`src/rtl/wh_defines.svh`:
```
// Width and routing constants for the wormhole network slice.
`ifndef WH_DEFINES_SVH
`define WH_DEFINES_SVH

// One link flit.
`define WH_FLIT_WIDTH 16

// Destination coordinate in the head flit.
`define WH_CORD_WIDTH 4

// Body flits that follow the head flit, 0 to 2.
`define WH_LEN_WIDTH 2

// Payload bits, so that a full packet is 48 bits.
`define WH_MAX_PAYLOAD_WIDTH 42

// Flits in the largest packet.
`define WH_MAX_FLITS 3

// Cord that selects output 1.
`define WH_EAST_CORD 1

`endif

```
`src/rtl/wh_pkg.sv`:
```
// Shared vector, packet, link and state types for the wormhole network slice.
`include "wh_defines.svh"

package wh_pkg;

  typedef logic [`WH_FLIT_WIDTH-1:0]        flit_t;
  typedef logic [`WH_CORD_WIDTH-1:0]        cord_t;
  typedef logic [`WH_LEN_WIDTH-1:0]         len_t;
  typedef logic [`WH_MAX_PAYLOAD_WIDTH-1:0] payload_t;
  typedef logic [$clog2(`WH_MAX_FLITS)-1:0] flit_idx_t;  // Slot index within a packet.

  // Cord sits in the low bits, so the head flit carries cord and len.
  typedef struct packed {
    payload_t payload;
    len_t     len;
    cord_t    cord;
  } packet_t;

  typedef struct packed {
    logic  v;
    flit_t data;
    logic  ready_and_rev;
  } link_t;

  typedef enum logic {
    RX_COLLECT,
    RX_PRESENT
  } rx_state_e;

  typedef enum logic {
    ROUTE_IDLE,
    ROUTE_LOCKED
  } route_state_e;

endpackage

```
`src/rtl/wh_adapter_in.sv`:
```
// Input adapter that serializes a whole packet into head and body flits.
`timescale 1ns/1ps
`include "wh_defines.svh"

module wh_adapter_in
  import wh_pkg::*;
(
  input  logic    clk_i,
  input  logic    rst_n_i,

  input  packet_t packet_i,
  input  logic    v_i,
  output logic    ready_o,

  output link_t   link_o,
  input  logic    link_ready_i
);

  localparam int pad_width_lp = `WH_MAX_FLITS * `WH_FLIT_WIDTH;

  logic [pad_width_lp-1:0] pkt_padded;
  flit_t                   slots_q [`WH_MAX_FLITS];
  logic                    busy_q;
  logic                    ready_q;
  len_t                    len_q;
  len_t                    cnt_q;
  logic                    accept;
  logic                    send;
  logic                    last;

  assign pkt_padded = pad_width_lp'(packet_i);

  assign ready_o = ready_q;
  assign accept  = v_i & ready_q;
  assign send    = busy_q & link_ready_i;
  assign last    = (cnt_q == len_q);

  assign link_o.v             = busy_q;
  assign link_o.data          = slots_q[0];   // Head slot always leads.
  assign link_o.ready_and_rev = 1'b0;         // No reverse traffic.

  always_ff @(posedge clk_i) begin
    if (!rst_n_i) begin
      busy_q  <= 1'b0;
      ready_q <= 1'b0;
      len_q   <= '0;
      cnt_q   <= '0;
    end else if (accept) begin
      busy_q  <= 1'b1;
      ready_q <= 1'b0;
      len_q   <= packet_i.len;
      cnt_q   <= '0;
    end else if (send) begin
      cnt_q <= len_t'(cnt_q + 1'b1);
      if (last) begin
        busy_q  <= 1'b0;
        ready_q <= 1'b1;  // Next packet one cycle after the last flit.
      end
    end else if (!busy_q) begin
      ready_q <= 1'b1;  // Leaving reset.
    end
  end

  // Parallel load, then shift toward slot 0 once per sent flit.
  always_ff @(posedge clk_i) begin
    if (accept) begin
      for (int i = 0; i < `WH_MAX_FLITS; i++) begin
        slots_q[i] <= pkt_padded[i*`WH_FLIT_WIDTH +: `WH_FLIT_WIDTH];
      end
    end else if (send) begin
      for (int i = 0; i < `WH_MAX_FLITS - 1; i++) begin
        slots_q[i] <= slots_q[i+1];
      end
      slots_q[`WH_MAX_FLITS-1] <= '0;
    end
  end

endmodule

```
`src/rtl/wh_adapter_out.sv`:
```
// Output adapter that collects the flits of one worm and presents the rebuilt packet.
`timescale 1ns/1ps
`include "wh_defines.svh"

module wh_adapter_out
  import wh_pkg::*;
(
  input  logic    clk_i,
  input  logic    rst_n_i,

  input  link_t   link_i,
  output logic    link_ready_o,

  output packet_t packet_o,
  output logic    pkt_v_o,
  input  logic    pkt_ready_i
);

  localparam int pad_width_lp = `WH_MAX_FLITS * `WH_FLIT_WIDTH;

  flit_t                   slots_q [`WH_MAX_FLITS];
  logic [pad_width_lp-1:0] flat;
  rx_state_e               state_q;
  flit_idx_t               idx_q;
  len_t                    len_q;
  len_t                    head_len;
  logic                    take;
  logic                    is_head;

  assign link_ready_o = (state_q == RX_COLLECT);
  assign take         = link_i.v & link_ready_o;
  assign is_head      = (idx_q == '0);
  assign head_len     = link_i.data[`WH_CORD_WIDTH +: `WH_LEN_WIDTH];

  for (genvar g = 0; g < `WH_MAX_FLITS; g++) begin : g_flat
    assign flat[g*`WH_FLIT_WIDTH +: `WH_FLIT_WIDTH] = slots_q[g];
  end

  assign packet_o = packet_t'(flat[$bits(packet_t)-1:0]);
  assign pkt_v_o  = (state_q == RX_PRESENT);

  always_ff @(posedge clk_i) begin
    if (!rst_n_i) begin
      state_q <= RX_COLLECT;
      idx_q   <= '0;
      len_q   <= '0;
    end else begin
      case (state_q)
        RX_COLLECT: begin
          if (take && is_head) begin
            len_q <= head_len;
            if (head_len == '0) begin
              state_q <= RX_PRESENT;  // Single-flit worm.
            end else begin
              idx_q <= flit_idx_t'(1);
            end
          end else if (take && len_t'(idx_q) == len_q) begin
            state_q <= RX_PRESENT;
            idx_q   <= '0;
          end else if (take) begin
            idx_q <= flit_idx_t'(idx_q + 1'b1);
          end
        end
        RX_PRESENT: begin
          if (pkt_ready_i) begin
            state_q <= RX_COLLECT;
          end
        end
        default: state_q <= RX_COLLECT;
      endcase
    end
  end

  // Head flit clears the unused slots of a short worm.
  always_ff @(posedge clk_i) begin
    if (take && is_head) begin
      for (int i = 1; i < `WH_MAX_FLITS; i++) begin
        slots_q[i] <= '0;
      end
      slots_q[0] <= link_i.data;
    end else if (take) begin
      slots_q[idx_q] <= link_i.data;
    end
  end

endmodule

```
`src/rtl/wh_flit_fifo.sv`:
```
// Two-entry flit FIFO between the input adapter and the route stage.
`timescale 1ns/1ps
`include "wh_defines.svh"

module wh_flit_fifo
  import wh_pkg::*;
(
  input  logic  clk_i,
  input  logic  rst_n_i,

  input  link_t in_link_i,
  output logic  in_ready_o,

  output link_t out_link_o,
  input  logic  out_ready_i
);

  localparam logic [1:0] depth_lp = 2'd2;

  flit_t      mem_q [2];
  logic       wr_ptr_q;
  logic       rd_ptr_q;
  logic [1:0] count_q;
  logic       wr_en;
  logic       rd_en;

  assign in_ready_o = (count_q != depth_lp);
  assign wr_en      = in_link_i.v & in_ready_o;

  assign out_link_o.v             = (count_q != 2'd0);
  assign out_link_o.data          = mem_q[rd_ptr_q];
  assign out_link_o.ready_and_rev = 1'b0;  // Ready travels on out_ready_i.
  assign rd_en                    = out_link_o.v & out_ready_i;

  always_ff @(posedge clk_i) begin
    if (!rst_n_i) begin
      wr_ptr_q <= 1'b0;
      rd_ptr_q <= 1'b0;
      count_q  <= 2'd0;
    end else begin
      if (wr_en) begin
        wr_ptr_q <= ~wr_ptr_q;
      end
      if (rd_en) begin
        rd_ptr_q <= ~rd_ptr_q;
      end
      case ({wr_en, rd_en})
        2'b10:   count_q <= count_q + 2'd1;
        2'b01:   count_q <= count_q - 2'd1;
        default: count_q <= count_q;  // Both or neither.
      endcase
    end
  end

  always_ff @(posedge clk_i) begin
    if (wr_en) begin
      mem_q[wr_ptr_q] <= in_link_i.data;
    end
  end

endmodule

```
`src/rtl/wh_route_demux.sv`:
```
// Route stage that locks each worm onto output 0 or output 1 by its head-flit cord.
`timescale 1ns/1ps
`include "wh_defines.svh"

module wh_route_demux
  import wh_pkg::*;
(
  input  logic  clk_i,
  input  logic  rst_n_i,

  input  link_t in_link_i,
  output logic  in_ready_o,

  output link_t out0_link_o,
  input  logic  out0_ready_i,

  output link_t out1_link_o,
  input  logic  out1_ready_i
);

  route_state_e state_q;
  logic         port_q;
  len_t         remain_q;
  cord_t        head_cord;
  len_t         head_len;
  logic         head_port;
  logic         sel;
  logic         fire;

  assign head_cord = in_link_i.data[`WH_CORD_WIDTH-1:0];
  assign head_len  = in_link_i.data[`WH_CORD_WIDTH +: `WH_LEN_WIDTH];
  assign head_port = (head_cord == cord_t'(`WH_EAST_CORD));

  // Idle decodes the live head flit, locked follows the stored port.
  assign sel = (state_q == ROUTE_IDLE) ? head_port : port_q;

  assign out0_link_o.v             = in_link_i.v & ~sel;
  assign out0_link_o.data          = in_link_i.data;
  assign out0_link_o.ready_and_rev = 1'b0;

  assign out1_link_o.v             = in_link_i.v & sel;
  assign out1_link_o.data          = in_link_i.data;
  assign out1_link_o.ready_and_rev = 1'b0;

  assign in_ready_o = sel ? out1_ready_i : out0_ready_i;
  assign fire       = in_link_i.v & in_ready_o;

  always_ff @(posedge clk_i) begin
    if (!rst_n_i) begin
      state_q  <= ROUTE_IDLE;
      port_q   <= 1'b0;
      remain_q <= '0;
    end else begin
      case (state_q)
        ROUTE_IDLE: begin
          if (fire && head_len != '0) begin
            state_q  <= ROUTE_LOCKED;
            port_q   <= head_port;
            remain_q <= head_len;
          end
        end
        ROUTE_LOCKED: begin
          if (fire) begin
            remain_q <= len_t'(remain_q - 1'b1);
            if (remain_q == len_t'(1)) begin
              state_q <= ROUTE_IDLE;  // Tail flit passed.
            end
          end
        end
        default: state_q <= ROUTE_IDLE;
      endcase
    end
  end

endmodule

```
`src/rtl/wh_subsystem_top.sv`:
```
// Wormhole slice chaining input adapter, flit FIFO, route stage and two output adapters.
`timescale 1ns/1ps
`include "wh_defines.svh"

module wh_subsystem_top
  import wh_pkg::*;
(
  input  logic    clk_i,
  input  logic    rst_n_i,

  input  packet_t packet_i,
  input  logic    v_i,
  output logic    ready_o,

  output packet_t packet0_o,
  output logic    pkt0_v_o,
  input  logic    pkt0_ready_i,

  output packet_t packet1_o,
  output logic    pkt1_v_o,
  input  logic    pkt1_ready_i
);

  link_t in_link;
  link_t fifo_link;
  link_t route0_link;
  link_t route1_link;
  logic  in_link_ready;
  logic  fifo_link_ready;
  logic  route0_ready;
  logic  route1_ready;

  wh_adapter_in u_adapter_in (
    .clk_i        (clk_i),
    .rst_n_i      (rst_n_i),
    .packet_i     (packet_i),
    .v_i          (v_i),
    .ready_o      (ready_o),
    .link_o       (in_link),
    .link_ready_i (in_link_ready)
  );

  wh_flit_fifo u_fifo (
    .clk_i       (clk_i),
    .rst_n_i     (rst_n_i),
    .in_link_i   (in_link),
    .in_ready_o  (in_link_ready),
    .out_link_o  (fifo_link),
    .out_ready_i (fifo_link_ready)
  );

  wh_route_demux u_route (
    .clk_i        (clk_i),
    .rst_n_i      (rst_n_i),
    .in_link_i    (fifo_link),
    .in_ready_o   (fifo_link_ready),
    .out0_link_o  (route0_link),
    .out0_ready_i (route0_ready),
    .out1_link_o  (route1_link),
    .out1_ready_i (route1_ready)
  );

  wh_adapter_out u_adapter_out0 (
    .clk_i        (clk_i),
    .rst_n_i      (rst_n_i),
    .link_i       (route0_link),
    .link_ready_o (route0_ready),
    .packet_o     (packet0_o),
    .pkt_v_o      (pkt0_v_o),
    .pkt_ready_i  (pkt0_ready_i)
  );

  wh_adapter_out u_adapter_out1 (
    .clk_i        (clk_i),
    .rst_n_i      (rst_n_i),
    .link_i       (route1_link),
    .link_ready_o (route1_ready),
    .packet_o     (packet1_o),
    .pkt_v_o      (pkt1_v_o),
    .pkt_ready_i  (pkt1_ready_i)
  );

endmodule

```
`config.mk`:
```
export PLATFORM = sky130hd
export DESIGN_NAME = wh_subsystem_top
export DESIGN_NICKNAME = d
export VERILOG_FILES = /design/src/rtl/wh_pkg.sv /design/src/rtl/wh_adapter_in.sv /design/src/rtl/wh_adapter_out.sv /design/src/rtl/wh_flit_fifo.sv /design/src/rtl/wh_route_demux.sv /design/src/rtl/wh_subsystem_top.sv
export VERILOG_INCLUDE_DIRS = /design/src /design/src/rtl
export SDC_FILE = /design/constraint.sdc
export NUM_CORES = 1
export LEC_CHECK = 0
export BUFFER_PORTS_ARGS = -buffer_cell sky130_fd_sc_hd__buf_2
export CORE_MARGIN = 10
export CORE_UTILIZATION = 55
export DETAILED_ROUTE_END_ITERATION = 12
export GPL_TIMING_DRIVEN = 0
export PLACE_DENSITY = 0.82
export SLEW_MARGIN = 5
export SYNTH_ARGS = -nofsm -noshare
export SYNTH_HDL_FRONTEND = slang
export SYNTH_SLANG_ARGS = --single-unit
```
`constraint.sdc`:
```
create_clock -name clk_i -period 3.8 [get_ports clk_i]
set_input_delay 0.76 -clock clk_i [delete_from_list [all_inputs] [get_ports clk_i]]
set_output_delay 0.76 -clock clk_i [all_outputs]
set_load 0.01 [all_outputs]
```
==> Word-level counts from Yosys, hierarchy flattened <==
Memories as Yosys holds them, arrays and structs flattened. A register that Yosys moved wholly into a read port is not among the register bits.
Cells that the tools add are included.
{ "word_totals": {"register_bits": 24, "mem_bits_rw": 176, "input_bits": 53, "n_memories": 4} }
{ "memory_table": {"columns": ["memory", "words", "width", "read_ports", "rd_clocked_by_memory_dff", "write_ports", "line", "rtl"], "rows": [
  ["u_adapter_in.slots_q", 3, 16, 3, 0, 3, "wh_adapter_in.sv:22", "flit_t slots_q [`WH_MAX_FLITS];"],
  ["u_adapter_out0.slots_q", 3, 16, 3, 0, 3, "wh_adapter_out.sv:21", "flit_t slots_q [`WH_MAX_FLITS];"],
  ["u_adapter_out1.slots_q", 3, 16, 3, 0, 3, "wh_adapter_out.sv:21", null],
  ["u_fifo.mem_q", 2, 16, 1, 1, 1, "wh_flit_fifo.sv:20", "flit_t mem_q [2];"]
]} }
{ "classes": {"add_sub_neg": 6, "n_eq_ne": 14, "mux": 59, "bitwise_logic": 17, "n_reduce_logical": 26} }
{ "ops": {"columns": ["cell", "count"], "rows": [
  ["16-bit 2-to-1 mux", 5],
  ["1-bit 2-to-1 mux", 38],
  ["16-bit OR reduction", 2],
  ["2-bit 2-to-1 mux", 11],
  ["2-bit inequality test (second input constant)", 6],
  ["2-bit AND reduction", 6],
  ["2-bit nonzero test", 5],
  ["2-bit by 1-bit adder with 2-bit output (second input constant)", 4],
  ["2-bit one-hot mux with 2 select lines", 2],
  ["1-bit bitwise AND", 7],
  ["1-bit NOT", 7],
  ["2-bit equality test", 3],
  ["2-bit logical NOT", 3],
  ["1-bit one-hot mux with 2 select lines", 3],
  ["3-bit AND reduction", 2],
  ["3-bit nonzero test", 2],
  ["1-bit logical AND", 5],
  ["2-bit by 1-bit equality test with 1-bit output (second input constant)", 2],
  ["4-bit by 1-bit equality test with 1-bit output (second input constant)", 1],
  ["2-bit by 1-bit subtractor with 2-bit output (second input constant)", 2],
  ["1-bit OR", 3],
  ["2-bit equality test (second input constant)", 1],
  ["2-bit by 1-bit inequality test with 1-bit output (second input constant)", 1],
  ["2-bit OR reduction", 1]
]} }

==> Logic depth before layout (Yosys ltp) <==
Gate-level depths: netlist of run 1.
{ "logic_depth": {"word_depth": 10, "mapped_depth": 11} }

==> Modules after synthesis <==
From an unflattened synthesis of run 1, not the netlist that was laid out.
{ "hier_totals": {"cells_unflattened": 547, "area_unflattened_um2": 8384.3} }
{ "by_module_without_submodules": {"columns": ["mod", "n_inst", "cells_per_inst", "area_per_inst_um2"], "rows": [
  ["wh_adapter_out", 2, 122, 2018.2],
  ["wh_adapter_in", 1, 150, 2337.2],
  ["wh_flit_fifo", 1, 76, 1397.6],
  ["wh_route_demux", 1, 77, 613.1]
]} }

==> Worst setup path after synthesis of run 1 <==
No wires, ideal clock.
{ "synth_path": {"kind": "input-to-reg", "from": "input v_i", "to": "memory u_adapter_in.slots_q[0][0] (netlist bit), enable pin", "setup_time_ns": 0.407, "t_arrival_ns": 1.925, "path_slack_ns": 1.469, "cell_stages": 2, "path_buffers": 0, "cell_sequence": "nand2_1 -> nand2_1"} }
{ "synth_lines": {"columns": ["item", "line", "rtl"], "rows": [
  ["start: declaration", "wh_subsystem_top.sv:12", "input logic v_i,"],
  ["end: declaration", "wh_adapter_in.sv:22", null]
]} }

==> impl_metrics.py, run 1 <==
metrics = {
    "run_status": {
        "status": "finished clean",
    },
    "pwr": {
        "power.switching_mw": 1.76,
        "swShare": 0.284,
        "combPwrFrac": 0.199,
        "ir_drop_v": 0.000422,
        "pwr-share-clk": 0.307,
        "power.density_mw_per_mm2": 656,
        "p_seq_frac": 0.493,
        "totalPowerFinal_mw": 6.19,
        "p_leak_nw": 3.70,
        "p_int_mw": 4.43,
    },
    "setup_path": {
        "start_kind": "flop",
        "r2r-end": "u_adapter_out0.slots_q[1][11]$_SDFFCE_PN0P_",
        "worstPathArrival_ns": 2.77,
        "reg2regPathDepth": 7,
        "r2r-start": "u_route.state_q$_SDFF_PN0_",
        "worstPathMaxFanout": 16,
        "end_kind": "flop",
        "crit_path_start": "u_route.state_q$_SDFF_PN0_",
        "regToRegSetupSlack_ns": 1.15,
        "worstPathRequired_ns": 3.92,
        "path_class": "reg -> reg",
    },
    "cells_and_area": {
        "layout-drive-gt1-share": 0.342,
        "final_cell_mix": "edfxtp_1 (176), buf_2 (156), nor2_1 (78), inv_1 (29), mux2_2 (28)",
        "final_common_cell": "edfxtp_1",
        "utilization": 0.680,
        "fin_cells": 879,
        "area_growth_pct": 21.1,
        "final_design_area_no_fill_mm2": 0.00944,
        "fin_nets": 745,
        "diodes": 0,
        "fillers": 949,
    },
    "timing": {
        "setup_slack_ns": 1.15,
        "rsz0062_at_grt": "no",
        "setup_viol": 0,
        "fin_setup_tns_ns": 0,
        "fin_hold_ws_ns": 0.441,
        "maxSlewViolCount": 0,
        "max_clock_freq_ghz": 0.377,
        "tightest_slew_ns": 0.907,
        "hold_violations": 0,
        "period_share": 0.698,
        "fin_skew_ns": 0.0345,
        "finalCriticalPeriod_ns": 2.65,
        "slew_headroom": 0.378,
    },
    "placement": {
        "place_ws_ns": 1.20,
        "hpwl_um": 12300,
        "numPlacedInstances": 841,
        "post_dp_cell_area_mm2": 0.00879,
        "place_congestion": 0.841,
        "port_buffers": 150,
    },
    "clocking": {
        "clkLatencyLatePin_ns": 0.50,
        "cts_resized": 0,
        "cts.sinks": 201,
        "htree_levels": 1,
        "cts_setup_buffers": 0,
        "tritoncts": "yes",
        "cts_made_buffers": 21,
        "cts_max_path_buffers": 3,
        "clkTransAtPathRegs_ns": 0.06,
        "cts_root_buf": "clkbuf_16",
        "cts_hold_buffers": 0,
    },
    "run": {
        "drv_cap": 0,
    },
    "floorplan": {
        "core-area_mm2": 0.0139,
        "die_h_um": 139,
        "die_w_um": 139,
        "dieArea_mm2": 0.0193,
        "ios": 152,
        "start_util": 0.562,
        "row_count": 43,
    },
    "global_routing": {
        "grt_overflow_total": 0,
        "antenna_found_initial": 0,
        "grt_usage": 0.170,
        "first_global_vias": 4912,
        "grt_first_pass_wirelength_um": 26800,
        "grt_max_degree": 35,
    },
    "synthesis": {
        "synth_area_mm2": 0.00780,
        "ys_seq_elements": 201,
        "yosysSeqAreaShare": 0.742,
        "synth_edf_count": 176,
        "yosysTopAreaCell": "edfxtp_1",
        "ys.flop_type": "edfxtp_1",
        "syn_area_per_cell_um2": 15.3,
        "synthArstFlopShare": 0,
        "netlist_instances": 510,
        "synth_top_area_share": 0.678,
        "yosysWarningCount": 0,
        "yosysUniqueCellTypes": 50,
        "syn_nets": 571,
        "synth_top_cells_by_area": "edfxtp_1 (68%), dfxtp_1 (6.4%), mux2_2 (4.0%), nor2_1 (3.9%), mux2i_1 (1.9%)",
    },
    "routing": {
        "drtIter0Drc": 429,
        "antenna_left": 0,
        "post_drt_wl_per_cell_um": 19.1,
        "drt-total-wl_um": 16800,
        "vias_per_cell": 5.32,
        "vias": 4672,
        "dr.pass1.iters": 5,
        "drc_errors": 0,
    },
    "hold_path": {
        "hp-start": "u_adapter_in.slots_q[0][15]$_DFFE_PP_",
        "min_to": "u_fifo.mem_q[0][15]$_DFFE_PP_",
        "min_delay_path_depth": 0,
        "min_path_type": "reg -> reg",
    },
}
area by class of cell:
cell class	count	area [µm²]	area share
plain buffers	20	128	0.0135
clock inverters	11	90.1	0.00955
flip-flops and latches	201	5790	0.613
clock buffers	27	548	0.0581
multi-input cells	259	1780	0.188
well taps	180	225	0.0239
repair buffers	151	771	0.0817
inverters	30	113	0.0119
critical path, stage by stage (launching register included):
cell and delay (ns):
dfxtp_1 0.34, buf_6 0.16, nor4_4 0.06, a22o_4 0.25, nor3_4 0.48, nand3b_4 0.22
buf_6 0.20, nand2_1 0.58
how the worst max path moves through the flow:
stage / end / slack, ns / cells past startpoint
2_1_floorplan: u_adapter_in.slots_q[0][0]$_DFFE_PP_ / 1.47 / 2
3_3_place_gp: u_adapter_in.slots_q[0][45]$_SDFFCE_PP0P_ / 1.01 / 3
3_5_place_dp: u_adapter_out0.slots_q[1][11]$_SDFFCE_PN0P_ / 1.20 / 7
4_1_cts: u_adapter_out0.slots_q[1][11]$_SDFFCE_PN0P_ / 1.15 / 7
5_1_grt: u_adapter_out0.slots_q[1][6]$_SDFFCE_PN0P_ / 0.97 / 7
6_report: u_adapter_out0.slots_q[1][11]$_SDFFCE_PN0P_ / 1.15 / 7
cell families (layout without fill, tap and decap cells):
group | Yosys count | count (layout) | share of synthesized area
AOI/OAI and AO/OA | 50 | 50 | 0.0441
xor gates and xnor gates | 11 | 11 | 0.0124
adders and majority gates | 8 | 8 | 0.0128
buffers and inverters | 50 | 239 | 0.0308
DFF | 201 | 201 | 0.742
muxes | 47 | 47 | 0.0655
and+or+nand+nor | 143 | 143 | 0.0923
power groups by stage:
stage	clock network (mW)	logic (mW)	registers, mW
final	1.90	1.23	3.05
after global routing	2.03	1.36	3.09
after CTS	1.92	1.25	3.06
after detailed placement	0	1.24	3.10
after global placement	0	1.18	3.07
after floorplan	0	0.602	3.20
per-layer routing:
layer | part of all wire | global-route usage | vias up
met4 | 0.015 | 0.0346 | 0
met5 | 0 | 0 | -
met1 | 0.40 | 0.210 | 2228
li1 | - | - | 2187
met3 | 0.10 | 0.0562 | 22
met2 | 0.49 | 0.285 | 235
cells in the mapped netlist (all sizes together), types with 2 or more instances:
cell and n:
buf 13, a21boi 2, nand2 17, o21ai 6
nor2 81, edfxtp 176, nor4 2, o22ai 2
nand3b 4, mux2 32, o211ai 2, a21oi 18
nand2b 3, inv 30, nor3 8, xnor2 6
o31ai 4, mux2i 15, xor2 5, o21a 2
nand3 6, clkbuf 7, a211oi 2, ha 8
dfxtp 25, a22oi 2, and2 18
sequential cells by signal (all words and copies together), names as in the netlist, 32 cells and up, named ones only:
name / flops
u_adapter_out1.slots_q: 48
u_adapter_out0.slots_q: 48
u_adapter_in.slots_q: 48
u_fifo.mem_q: 32
Power figures use the tool's default switching activity.
==> run 2: changes to the inputs <==
--- a/config.mk
+++ b/config.mk
@@ -6,12 +6,13 @@
 export SDC_FILE = /design/constraint.sdc
 export NUM_CORES = 1
 export LEC_CHECK = 0
+export ABC_AREA = 1
 export BUFFER_PORTS_ARGS = -buffer_cell sky130_fd_sc_hd__buf_2
 export CORE_MARGIN = 10
-export CORE_UTILIZATION = 55
+export CORE_UTILIZATION = 49
 export DETAILED_ROUTE_END_ITERATION = 12
 export GPL_TIMING_DRIVEN = 0
-export PLACE_DENSITY = 0.82
+export PLACE_DENSITY = 0.77
 export SLEW_MARGIN = 5
 export SYNTH_ARGS = -nofsm -noshare
 export SYNTH_HDL_FRONTEND = slang
==> constraint.sdc (replaced) <==
create_clock -name clk_i -period 2.4 [get_ports clk_i]
set_input_delay 0.48 -clock clk_i [delete_from_list [all_inputs] [get_ports clk_i]]
set_output_delay 0.48 -clock clk_i [all_outputs]
set_load 0.01 [all_outputs]
==> impl_metrics.py, run 2 <==
metrics = {
    "timing": {
        "period_share": 0.931,
        "rsz0062_at_grt": "yes",
        "slew_headroom": 0.384,
        "setup_viol": 0,
        "hold_violations": 0,
        "fin_setup_tns_ns": 0,
        "max_clock_freq_ghz": 0.448,
        "finalCriticalPeriod_ns": 2.23,
        "setup_slack_ns": 0.167,
        "fin_hold_ws_ns": 0.249,
        "maxSlewViolCount": 0,
        "fin_skew_ns": 0.0154,
        "tightest_slew_ns": 0.914,
    },
    "routing": {
        "drc_errors": 0,
        "antenna_left": 0,
        "vias": 4773,
        "dr.pass1.iters": 5,
        "drtIter0Drc": 336,
        "drt-total-wl_um": 16400,
        "post_drt_wl_per_cell_um": 17.0,
        "vias_per_cell": 4.96,
    },
    "cells_and_area": {
        "final-seq-area_mm2": 0.00579,
        "fin_cells": 963,
        "layout-drive-gt1-share": 0.358,
        "final_design_area_no_fill_mm2": 0.00949,
        "largest_registers": "u_adapter_in.slots_q: 48 flops, u_adapter_out0.slots_q: 48 flops, u_adapter_out1.slots_q: 48 flops",
        "fillers": 1155,
        "fin_nets": 798,
        "diodes": 0,
        "multi_input_area_mm2": 0.00169,
        "final_cell_mix": "edfxtp_1 (176), buf_2 (155), nor2_1 (85), nand2_1 (59), inv_1 (57)",
        "final_common_cell": "edfxtp_1",
        "area_growth_pct": 22.6,
        "utilization": 0.618,
    },
    "synthesis": {
        "netlist_instances": 561,
        "synthArstFlopShare": 0,
        "yosysTopAreaCell": "edfxtp_1",
        "yosysUniqueCellTypes": 32,
        "syn_area_per_cell_um2": 13.8,
        "ys_seq_elements": 201,
        "yosysMostFrequentCell": "edfxtp_1",
        "synth_top_area_share": 0.683,
        "synth_top_cells_by_count": "edfxtp_1 (176), nor2_1 (88), nand2_1 (64)",
        "synth_edf_count": 176,
        "syn_nets": 622,
        "ys.flop_type": "edfxtp_1",
        "yosysSeqAreaShare": 0.747,
        "synth_area_mm2": 0.00774,
        "synth_top_cells_by_area": "edfxtp_1 (68%), dfxtp_1 (6.5%), mux2_2 (4.7%), nor2_1 (4.3%), nand2_1 (3.1%)",
        "yosysWarningCount": 0,
    },
    "floorplan": {
        "dieArea_mm2": 0.0212,
        "die_h_um": 146,
        "die_w_um": 146,
        "start_util": 0.504,
        "core-area_mm2": 0.0154,
        "ios": 152,
        "row_count": 45,
    },
    "run": {
        "drv_cap": 0,
    },
    "clocking": {
        "htree_levels": 1,
        "cts_root_buf": "clkbuf_16",
        "cts_hold_buffers": 0,
        "cts_max_path_buffers": 3,
        "tritoncts": "yes",
        "clkTransAtPathRegs_ns": 0.06,
        "cts_setup_buffers": 0,
        "cts_made_buffers": 21,
        "cts.sinks": 201,
        "clkLatencyLatePin_ns": 0.49,
    },
    "global_routing": {
        "grt_overflow_total": 0,
        "top_usage_layer": "met2",
        "grt_use_met3": 0.0540,
        "grt_first_pass_wirelength_um": 26000,
        "grtUsageMet1": 0.177,
        "use_met2": 0.250,
        "first_global_vias": 5078,
        "grt_usage": 0.149,
        "antenna_found_initial": 1,
        "grt_max_degree": 30,
    },
    "hold_path": {
        "min_path_type": "in -> reg",
        "min_delay_path_depth": 3,
    },
    "setup_path": {
        "worstPathMaxFanout": 16,
        "worstPathArrival_ns": 2.38,
        "reg2regPathDepth": 8,
        "start_kind": "flop",
        "end_kind": "flop",
        "worstPathRequired_ns": 2.54,
        "path_class": "reg -> reg",
    },
    "pwr": {
        "p_leak_nw": 3.91,
        "power.density_mw_per_mm2": 1070,
        "totalPowerFinal_mw": 10.1,
        "ir_drop_v": 0.000673,
    },
    "placement": {
        "hpwl_um": 11900,
        "place_ws_ns": -0.668,
        "port_buffers": 151,
        "place_congestion": 0.807,
        "numPlacedInstances": 924,
        "post_dp_cell_area_mm2": 0.00879,
    },
    "run_status": {
        "status": "finished clean",
    },
}
==> run 2: cell count changes after synthesis, moves of 5 or more <==
cell and delta:
and2_1 -17, or2_2 +14, mux2i_1 -15, nor2_1 +8, o21ai_0 +16, nand2_2 +7, nand2_1 +47, nor3_1 -7
xnor2_1 -5, inv_1 +28
==> run 2: cell type report <==
type                       count  share of cell area
inverter                      61              0.0241
multi-input combinational    287               0.178
clock buffer                  25              0.0569
sequential                   201               0.610
timing repair buffer         152              0.0817
clock inverter                13              0.0127
buffer                        13             0.00883
tap                          211              0.0278
==> run 2: cell families (layout without fill, tap and decap cells) <==
family	after synthesis	count (layout)	share of synthesized area
buffers and inverters	74	264	0.0404
AND/OR/NAND/NOR	195	196	0.115
multiplexers	32	32	0.0465
XOR/XNOR	6	6	0.00679
AO/OA/AOI/OAI	45	45	0.0309
adder cells (fa/ha/maj)	8	8	0.0129
flip-flops	201	201	0.747
==> run 2: layer usage <==
layer | routed length, µm | share of wire
met1 | 6790 | 0.41
met3 | 1460 | 0.089
met5 | 0 | 0
met4 | 272 | 0.017
met2 | 7860 | 0.48
==> run 2: path summary, 6_finish.rpt <==
path                                        start                                           to  slack (ns)
max                                          flop  u_adapter_out1.slots_q[1][11]$_SDFFCE_PN0P_        0.17
min                                  packet_i[41]    u_adapter_in.slots_q[0][41]$_SDFFCE_PP0P_        0.25
max reg2reg                                  flop  u_adapter_out1.slots_q[1][11]$_SDFFCE_PN0P_        0.17
min reg2reg  u_adapter_in.slots_q[0][5]$_DFFE_PP_                 u_fifo.mem_q[1][5]$_DFFE_PP_        0.45
==> run 2: power by group <==
part	switching, mW	internal (mW)	leakage [nW]
clock	1.28	1.83	0.322
sequential	0.238	4.66	1.83
combinational	1.43	0.698	1.76
==> run 2: repair_timing <==
item | CTS | global route
pin swaps | 1 | 0
setup endpoints to repair | 66 | 82
gates cloned | 1 | 0
resized for setup | 5 | 4
==> run 2: worst max-delay path, cell delays in order (launching register included) <==
cell	delay (ns)
dfxtp_2	0.39
inv_2	0.09
nand2_1	0.08
nand2_2	0.11
nor2_4	0.15
nand3_1	0.16
nand2_1	0.18
nand3_1	0.27
nand2_2	0.46
